### src/hdl/cpu_params.svh
`ifndef CPU_PARAMS_SVH
`define CPU_PARAMS_SVH

// data path and bus address width
`define CPU_WORD_WIDTH 32

// general registers and flags share one count and one index
`define CPU_NUM_REGS 8

// first fetch address after reset
`define CPU_PC_RESET 32'h0000_0000

`endif

### src/hdl/cpu_pkg.sv
`include "cpu_params.svh"

package cpu_pkg;

    typedef logic [`CPU_WORD_WIDTH-1:0] word_t;
    typedef logic [$clog2(`CPU_NUM_REGS)-1:0] reg_idx_t;
    typedef logic [15:0] imm_t;

    // codes 11 and up decode as no-ops
    typedef enum logic [5:0] {
        OP_ADD   = 6'd0,
        OP_SUB   = 6'd1,
        OP_AND   = 6'd2,
        OP_OR    = 6'd3,
        OP_XOR   = 6'd4,
        OP_LDI   = 6'd5,
        OP_CMPLT = 6'd6,
        OP_STORE = 6'd7,
        OP_LOAD  = 6'd8,
        OP_BRF   = 6'd9,
        OP_JMP   = 6'd10
    } opcode_e;

    typedef enum logic [1:0] {
        ST_FETCH,
        ST_EXECUTE,
        ST_WRITEBACK
    } cpu_state_e;

    typedef struct packed {
        imm_t     value;
        logic     highlow;
        reg_idx_t dst;
        reg_idx_t src_b;
        reg_idx_t src_a;
        opcode_e  opcode;
    } instr_t;

    typedef struct packed {
        word_t rega;
        word_t regb;
        logic  flag_a;
        logic  flag_b;
    } operands_t;

    typedef struct packed {
        word_t result;
        logic  flag;
        logic  write_en;
        logic  taken;
        word_t target;
    } alu_result_t;

endpackage

### src/hdl/cpu_alu.sv
`timescale 1ns/1ps

module cpu_alu
    import cpu_pkg::*;
(
    input  instr_t      instr,
    input  operands_t   operands,
    input  word_t       load_data,
    output alu_result_t alu
);

    word_t a;
    word_t b;
    word_t imm_word;

    assign a = operands.rega;
    assign b = operands.regb;

    // low half or high half placement of the 16-bit immediate
    assign imm_word = instr.highlow ? {instr.value, 16'h0000} : word_t'(instr.value);

    always_comb
    begin
        alu.result   = '0;
        alu.flag     = 1'b0;
        alu.write_en = 1'b0;
        alu.taken    = 1'b0;
        // branch target is the immediate, zero extended
        alu.target   = word_t'(instr.value);

        case (instr.opcode)
            OP_ADD:
            begin
                alu.result   = a + b;
                alu.write_en = 1'b1;
            end
            OP_SUB:
            begin
                alu.result   = a - b;
                alu.write_en = 1'b1;
            end
            OP_AND:
            begin
                alu.result   = a & b;
                alu.write_en = 1'b1;
            end
            OP_OR:
            begin
                alu.result   = a | b;
                alu.write_en = 1'b1;
            end
            OP_XOR:
            begin
                alu.result   = a ^ b;
                alu.write_en = 1'b1;
            end
            OP_LDI:
            begin
                alu.result   = imm_word;
                alu.write_en = 1'b1;
            end
            OP_CMPLT:
            begin
                alu.result   = word_t'(a < b);
                alu.write_en = 1'b1;
            end
            OP_LOAD:
            begin
                // load_data is only valid by write-back
                alu.result   = load_data;
                alu.write_en = 1'b1;
            end
            OP_BRF:    alu.taken = operands.flag_a;
            OP_JMP:    alu.taken = 1'b1;
            default:   alu.taken = 1'b0;
        endcase

        // compare puts its bit in the flag, everything else flags a zero result
        if (instr.opcode == OP_CMPLT)
        begin
            alu.flag = alu.result[0];
        end
        else
        begin
            alu.flag = (alu.result == '0);
        end
    end

endmodule

### src/hdl/cpu_regfile.sv
`timescale 1ns/1ps

`include "cpu_params.svh"

module cpu_regfile
    import cpu_pkg::*;
(
    input  logic        clock,
    input  logic        rst,
    input  instr_t      instr,
    input  alu_result_t alu,
    input  logic        wb_en,
    output operands_t   operands
);

    word_t                   regs [`CPU_NUM_REGS];
    logic [`CPU_NUM_REGS-1:0] flags;

    // read side has no latency
    assign operands.rega   = regs[instr.src_a];
    assign operands.regb   = regs[instr.src_b];
    assign operands.flag_a = flags[instr.src_a];
    assign operands.flag_b = flags[instr.src_b];

    always_ff @(posedge clock)
    begin
        if (rst)
        begin
            for (int i = 0; i < `CPU_NUM_REGS; i++)
            begin
                regs[i] <= '0;
            end
            flags <= '0;
        end
        else if (wb_en && alu.write_en)
        begin
            // word and flag share the destination field
            regs[instr.dst]  <= alu.result;
            flags[instr.dst] <= alu.flag;
        end
    end

endmodule

### src/hdl/cpu_sequencer.sv
`timescale 1ns/1ps

`include "cpu_params.svh"

module cpu_sequencer
    import cpu_pkg::*;
(
    input  logic        clock,
    input  logic        rst,
    input  word_t       data,
    input  operands_t   operands,
    input  alu_result_t alu,
    output word_t       address,
    output word_t       datao,
    output logic        rw,
    output instr_t      instr,
    output word_t       load_data,
    output logic        wb_en
);

    cpu_state_e state;
    word_t      pc;
    logic       is_load;
    logic       is_store;

    assign is_load  = (instr.opcode == OP_LOAD);
    assign is_store = (instr.opcode == OP_STORE);

    // register file writes only in the last cycle of an instruction
    assign wb_en = (state == ST_WRITEBACK);

    // fixed three-step sequence without stalls
    always_ff @(posedge clock)
    begin
        if (rst)
        begin
            state <= ST_FETCH;
        end
        else
        begin
            case (state)
                ST_FETCH:     state <= ST_EXECUTE;
                ST_EXECUTE:   state <= ST_WRITEBACK;
                ST_WRITEBACK: state <= ST_FETCH;
                default:      state <= ST_FETCH;
            endcase
        end
    end

    // pc moves once per instruction, after the alu has resolved the branch
    always_ff @(posedge clock)
    begin
        if (rst)
        begin
            pc <= `CPU_PC_RESET;
        end
        else if (state == ST_WRITEBACK)
        begin
            if (alu.taken)
            begin
                pc <= alu.target;
            end
            else
            begin
                pc <= pc + word_t'(1);
            end
        end
    end

    always_ff @(posedge clock)
    begin
        if (state == ST_FETCH)
        begin
            instr <= instr_t'(data);
        end
        // memory answers in the same cycle, so capture it here for write-back
        if (state == ST_EXECUTE && is_load)
        begin
            load_data <= data;
        end
    end

    // only a store in execute pulls rw low
    always_comb
    begin
        address = pc;
        datao   = '0;
        rw      = 1'b1;
        if (state == ST_EXECUTE)
        begin
            if (is_load)
            begin
                address = operands.rega;
            end
            else if (is_store)
            begin
                address = operands.regb;
                datao   = operands.rega;
                rw      = 1'b0;
            end
        end
    end

endmodule

### src/hdl/cpu_top.sv
`timescale 1ns/1ps

module cpu_top
    import cpu_pkg::*;
(
    input  logic  clock,
    input  logic  rst,
    input  word_t data,
    output word_t address,
    output word_t datao,
    output logic  rw
);

    instr_t      instr;
    word_t       load_data;
    logic        wb_en;
    operands_t   operands;
    alu_result_t alu;

    cpu_sequencer u_sequencer (
        .clock     (clock),
        .rst       (rst),
        .data      (data),
        .operands  (operands),
        .alu       (alu),
        .address   (address),
        .datao     (datao),
        .rw        (rw),
        .instr     (instr),
        .load_data (load_data),
        .wb_en     (wb_en)
    );

    cpu_regfile u_regfile (
        .clock    (clock),
        .rst      (rst),
        .instr    (instr),
        .alu      (alu),
        .wb_en    (wb_en),
        .operands (operands)
    );

    cpu_alu u_alu (
        .instr     (instr),
        .operands  (operands),
        .load_data (load_data),
        .alu       (alu)
    );

endmodule
### config.mk
export PLATFORM = sky130hd
export DESIGN_NAME = cpu_top
export DESIGN_NICKNAME = d
export VERILOG_FILES = /design/src/hdl/cpu_pkg.sv /design/src/hdl/cpu_alu.sv /design/src/hdl/cpu_regfile.sv /design/src/hdl/cpu_sequencer.sv /design/src/hdl/cpu_top.sv
export VERILOG_INCLUDE_DIRS = /design/src /design/src/hdl
export SDC_FILE = /design/constraint.sdc
export NUM_CORES = 1
export LEC_CHECK = 0
export ABC_CLOCK_PERIOD_IN_PS = 9500
export BUFFER_PORTS_ARGS = -buffer_cell sky130_fd_sc_hd__clkbuf_2
export CORE_MARGIN = 2
export CORE_UTILIZATION = 40
export DETAILED_ROUTE_END_ITERATION = 10
export HOLD_SLACK_MARGIN = 0.02
export PLACE_DENSITY_LB_ADDON = 0.3
export SYNTH_ARGS = -nofsm -noshare
export SYNTH_HDL_FRONTEND = slang
export SYNTH_SLANG_ARGS = --single-unit
### constraint.sdc
create_clock -name clock -period 9.5 [get_ports clock]
set_input_delay 0.475 -clock clock [delete_from_list [all_inputs] [get_ports clock]]
set_output_delay 0.475 -clock clock [all_outputs]
set_load 0.1 [all_outputs]
==> results.ini, run 1 <==
[cts]
post_cts_resized=0
cts_buffers=41
cts_hold_buf=0
clock_latency_ps=580
cts_num_sinks=368
cts_tree=done
clkSlewWorstSetupHoldPaths_ps=60
clock_path_buffers=3
cts_root_buffer=clkbuf_16
htreeDepth=2
post_cts_buffers=0

[setup_path]
worstPathMaxFanout=35
worstSetupEndpointType=register
critPathSlowestCell=dfxtp_4
path_depth=16
cp-start-kind=register
crit_family=compound AO/OA/AOI/OAI gates
path_class=register to register
endpoint=u_regfile.flags[7]
cp.required_ps=10010
cp.arrival_ps=7220
reg2regPathDepth=16
cp_num_buf_inv=1
rrSetupSlack_ps=2780
critical_path.cell_chain=buf_4, mux4_2, mux2_2, ha_1, fa_1, o21bai_1, a21oi_1, o311a_1, o31ai_1, o22ai_1, o21ai_2, o311ai_0, nor4_1, nand4_2, nor4_4, a21o_1
cpPeakStageDelay_ps=830
reg2reg_to=u_regfile.flags[7]

[run_status]
status=completed

[detailed_routing]
vias_per_cell=6.39
wl_per_cell_um=28.6
routed.top_layer=met4
dr.pass1.iters=6
drtIter0Drc=2427
met2WireLength_mm=40.3
wl_mm=87.6
wl_met1_mm=34.7
drc=0
ant_nets=0
wl_met3_mm=8.84
vias=19603

[sta]
slew_violations=0
finalHoldWorstSlack_ps=90.1
setup_ws_ps=2780
max_freq_mhz=149
period_needed_ps=6720
rsz0062_at_grt=no
setup-tns-final_ps=0
relSlewSlack=0.283
skew_ps=21.4
timing_hold_violations_final=0
period_share=0.707
tightest_slew_ps=1080
setup_viol=0

[logic_synthesis]
synth_top_flop_cell=edfxtp_1
ys_seq_area_frac=0.444
synth_edf_count=320
synth.distinct_cells=97
yosysWarnings=0
synth-async-reset-ratio=0
syn_nets=2360
syn_area_um2=23800
syn_avg_cell_area_um2=10.7
synth_cells=2225
ys_ff_latch=368

[global_routing]
track_usage=0.283
antenna_found_initial=4
grt_overflow=0
grt_max_degree=48
grt_pass1_wl_mm=126
grt_pass1_vias=19096

[place]
hpwl_mm=60.9
numPortBuffers=98
finalWeightedCongestion=1.00
detailedPlace.worstSlack_ps=2840
place_area_um2=25000

[cells_and_area]
drive_above_1_share=0.188
area_growth_pct=11.0
nets=2396
multi_input_area_um2=12200
design_area_um2=26400
nFillCells=5408
seqCellArea_um2=10600

[die]
initial_utilization=0.404
die_area_um2=61400
die_x_um=248
row_count=89
die_h_um=248
io_pins=99
core_region_area_um2=58900

[pwr]
peakVddDrop_v=0.000131
p_leak_nw=9.78
powerDensity_nw_per_um2=206

[hold_path]
min_path_type=input pin to register
worstHoldStart=data[1]
holdPathStages=1

[job]
timing.max_cap.violations=0

flip-flops by register name (all words and copies together), names as in the netlist, named ones only:
signal	count
u_regfile.flags	8
u_sequencer.load_data	32
u_sequencer.instr	32
u_sequencer.pc	32
u_sequencer.state	2
u_regfile.regs	256
worst reg2reg max path, delay by kind of cell (launching register included):
| kind | cells | cell delay, ps |
|---|---|---|
| AO/OA/AOI/OAI | 8 | 2100 |
| AND/OR/NAND/NOR | 3 | 1370 |
| multiplexers | 2 | 950 |
| flip-flops | 1 | 830 |
| buffers and inverters | 1 | 720 |
| adder cells (fa/ha/maj) | 2 | 680 |
report_power, final:
part,total [mW],internal (mW),switching (mW)
clock network,1.65,0.961,0.688
registers,1.91,1.82,0.0923
logic,1.88,0.607,1.27
cell families (layout without fill, tap and decap cells):
family	count (synthesis)	count (layout)	share of synthesized area
other cells	0	1	0
flops	368	368	0.444
fa+ha+maj	101	101	0.0538
compound gates	494	494	0.146
xor+xnor	27	27	0.00994
buf+inv	263	331	0.0442
simple gates	767	767	0.146
mux	205	205	0.156
layer usage:
layer	GRT usage	up-vias
li1	-	8460
met1	0.380	9867
met2	0.451	1094
met3	0.0522	182
met4	0.114	0
met5	0	-
synth_stat cells (7+ instances only):
library cell,count,area share
a211o_1,7,0.0026
a211oi_1,16,0.0050
a21o_1,29,0.0092
a21oi_1,142,0.030
a221o_1,11,0.0046
a222oi_1,22,0.0093
a31oi_1,11,0.0029
and2_1,7,0.0018
and3_1,15,0.0039
buf_1,28,0.0044
buf_2,27,0.0057
clkbuf_1,93,0.015
dfxtp_1,48,0.040
edfxtp_1,320,0.40
ha_1,99,0.052
inv_1,109,0.017
mux2_2,29,0.014
mux2i_1,46,0.019
mux4_2,130,0.12
nand2_1,114,0.018
nand2b_1,7,0.0018
nand3_1,40,0.0084
nand4_1,21,0.0055
nor2_1,430,0.068
nor2b_1,30,0.0079
nor3_1,32,0.0067
nor4_1,20,0.0053
o211ai_1,32,0.010
o21ai_0,65,0.014
o221ai_1,8,0.0029
o22ai_1,38,0.010
o31a_1,7,0.0026
o31ai_1,15,0.0047
or3_1,10,0.0026
or4_1,8,0.0025
xnor2_1,13,0.0048
xor2_1,14,0.0052
cell type report:
cell class,instances,area share
antenna,1,0.0000947
clock inverter,23,0.0102
timing repair buffer,146,0.0322
inverter,110,0.0156
multi-input combinational,1594,0.463
sequential,368,0.401
tap,773,0.0366
clock buffer,52,0.0415
layout by cell type (no fill, tap or decap), types with 14 or more instances in the layout:
| cell | instances |
|---|---|
| ha_1 | 99 |
| o22ai_1 | 38 |
| clkbuf_16 | 41 |
| dfxtp_1 | 42 |
| a222oi_1 | 22 |
| nand4_1 | 21 |
| nor3_1 | 31 |
| mux4_2 | 130 |
| nor2_1 | 427 |
| o21ai_0 | 65 |
| and3_1 | 15 |
| mux2_2 | 29 |
| xor2_1 | 14 |
| buf_4 | 48 |
| o211ai_1 | 32 |
| clkbuf_2 | 98 |
| edfxtp_1 | 320 |
| nor2b_1 | 29 |
| a21oi_1 | 141 |
| inv_1 | 109 |
| nand3_1 | 39 |
| nand2_1 | 113 |
| o31ai_1 | 15 |
| a211oi_1 | 16 |
| a21o_1 | 29 |
| mux2i_1 | 46 |
| nor4_1 | 20 |
worst min path at each step:
stage	endpoint	slack (ps)
after floorplan	register	450
after global placement	register	470
after detailed placement	register	460
after CTS	u_sequencer.instr[1]	70
after global routing	u_sequencer.instr[21]	90
final	u_sequencer.instr[1]	90
metrics by stage:
step                       util  total power, mW  instances
after floorplan               -             3.19       2225
after global placement    0.425             3.75       2991
after detailed placement  0.425             3.76       2991
after CTS                 0.448             5.40       3066
after global routing      0.448             5.64       3066
final                     0.448             5.44       3067
(Power assumes the default switching activity.)
==> run 2, diff against run 1 <==
ABC_CLOCK_PERIOD_IN_PS = 6260   (was 9500)
clock period = 6.26 ns   (was 9.5 ns; I/O delays follow)
==> results.ini, run 2 (synthesis results as in run 1) <==
[cells_and_area]
instances_no_fill=3169  ; +3.3%
largest_reg_flops=256  ; unchanged
diodes=0  ; -1
final_cell_mix=427 x nor2_1, 320 x edfxtp_1, 141 x a21oi_1, 130 x mux4_2, 118 x buf_4
nets=2499  ; +4.3%
area_growth_pct=14.8
layout_commonest_cell=nor2_1
largest-register=u_regfile.regs
drive_above_1_share=0.208  ; +0.0207
nFillCells=5390  ; -0.33%
final_util=0.464  ; +0.0152

[setup_path]
cp-start-kind=register
crit_top_cell=nor2_1
worstSetupEndpointType=register
worstPathMaxFanout=27  ; -23%
cp.arrival_ps=6080  ; -1140 ps
crit_family=simple AND/OR/NAND/NOR gates
rrSetupSlack_ps=490  ; -2300 ps
critPathSlowestCell=dfxtp_4
cp_num_buf_inv=2  ; +1
cpPeakStageDelay_ps=700  ; -130 ps
critical_path.cell_chain=buf_4, mux4_2, mux2i_1, ha_1, nand4_1, nor4_1, o21ai_0, a21o_1, o41ai_1, nor2_1, a21oi_1, nand3_1, nor2_1, buf_4, nor2_1
cp.required_ps=6570  ; -3440 ps
path_class=register to register

[sta]
setup_ws_ps=486  ; -2300 ps
relSlewSlack=0.225  ; -0.0582
slew_violations=0  ; unchanged
timing_hold_violations_final=0  ; unchanged
setup-tns-final_ps=0  ; unchanged
tightest_slew_ps=1160  ; +87.4 ps
setup_viol=0  ; unchanged
period_share=0.922  ; +0.216
max_freq_mhz=173  ; +16%
period_needed_ps=5770  ; -941 ps
rsz0062_at_grt=no
skew_ps=29.3  ; +7.93 ps

[cts]
post_cts_resized=0  ; unchanged
clock_path_buffers=3  ; unchanged
clock_latency_ps=590  ; about the same
cts_root_buffer=clkbuf_16
cts_hold_buf=29  ; +29
cts_num_sinks=368  ; unchanged
htreeDepth=2  ; unchanged
post_cts_buffers=0  ; unchanged
clkSlewWorstSetupHoldPaths_ps=60  ; about the same
cts_buffers=41  ; unchanged
cts_tree=done

[detailed_routing]
wl_mm=91.6  ; +4.6%
vias=20134  ; +2.7%
wl_per_cell_um=28.9  ; +1.2%
dr.pass1.iters=8  ; +2
vias_per_cell=6.35  ; -0.60%
drc=0  ; unchanged
ant_nets=0  ; unchanged
drtIter0Drc=2444  ; +0.70%

[global_routing]
track_usage=0.296  ; +0.0130
grt_pass1_vias=19585  ; +2.6%
antenna_found_initial=3  ; -1
grt_pass1_wl_mm=132  ; +4.1%
grt_max_degree=39  ; -19%
grt_overflow=0  ; unchanged

[place]
detailedPlace.worstSlack_ps=555  ; -2280 ps
numPortBuffers=98  ; unchanged
place_inst=3065  ; +2.5%
finalWeightedCongestion=0.984  ; -1.8%
hpwl_mm=66.5  ; +9.3%

[pwr]
p_leak_nw=10.3  ; +4.8%
peakVddDrop_v=0.000215  ; +65%
fin_total_pwr_mw=8.48  ; +56%
powerDensity_nw_per_um2=311  ; +51%

[die]
row_count=89  ; unchanged
initial_utilization=0.404  ; unchanged
die_x_um=248  ; unchanged
io_pins=99  ; unchanged
die_h_um=248  ; unchanged
core_region_area_um2=58900  ; unchanged
die_area_um2=61400  ; unchanged

[hold_path]
min_path_type=input pin to register
worstHoldStart=data[6]

[run_status]
status=completed

[job]
timing.max_cap.violations=0  ; unchanged

-- run 2: worst paths after layout --
path	cells past startpoint	to
setup / recovery	15	u_regfile.regs[2][31]
hold / removal	1	u_sequencer.load_data[6]
setup reg to reg	15	u_regfile.regs[2][31]
hold reg to reg	1	register
-- run 2: routing by layer --
metal / GRT usage / wire length (um)
met1: 0.391 / 36200
met2: 0.476 / 42400
met3: 0.0564 / 8920
met4: 0.123 / 4090
met5: 0 / 18
-- run 2: cell type report --
type	count	area, um^2	share of cell area
multi-input combinational	1594	12200	0.448
clock buffer	50	1100	0.0403
inverter	110	413	0.0151
timing repair buffer	249	1750	0.0640
sequential	368	10600	0.388
clock inverter	25	272	0.00994
tap	773	967	0.0354
-- run 2: stage by stage --
step | cell area [um^2] | hold slack (ps)
after global routing | 27300 | 30.2
after CTS | 27300 | 22.6
after global placement | 25600 | 464
after floorplan | 23800 | 412
after detailed placement | 25600 | 468
final | 27300 | 34.5
-- run 2: where the power goes --
group | internal (mW) | switching (mW) | leakage, nW
Clock | 1.43 | 1.05 | 0.660
Combinational | 1.08 | 2.02 | 5.95
Sequential | 2.76 | 0.147 | 3.64
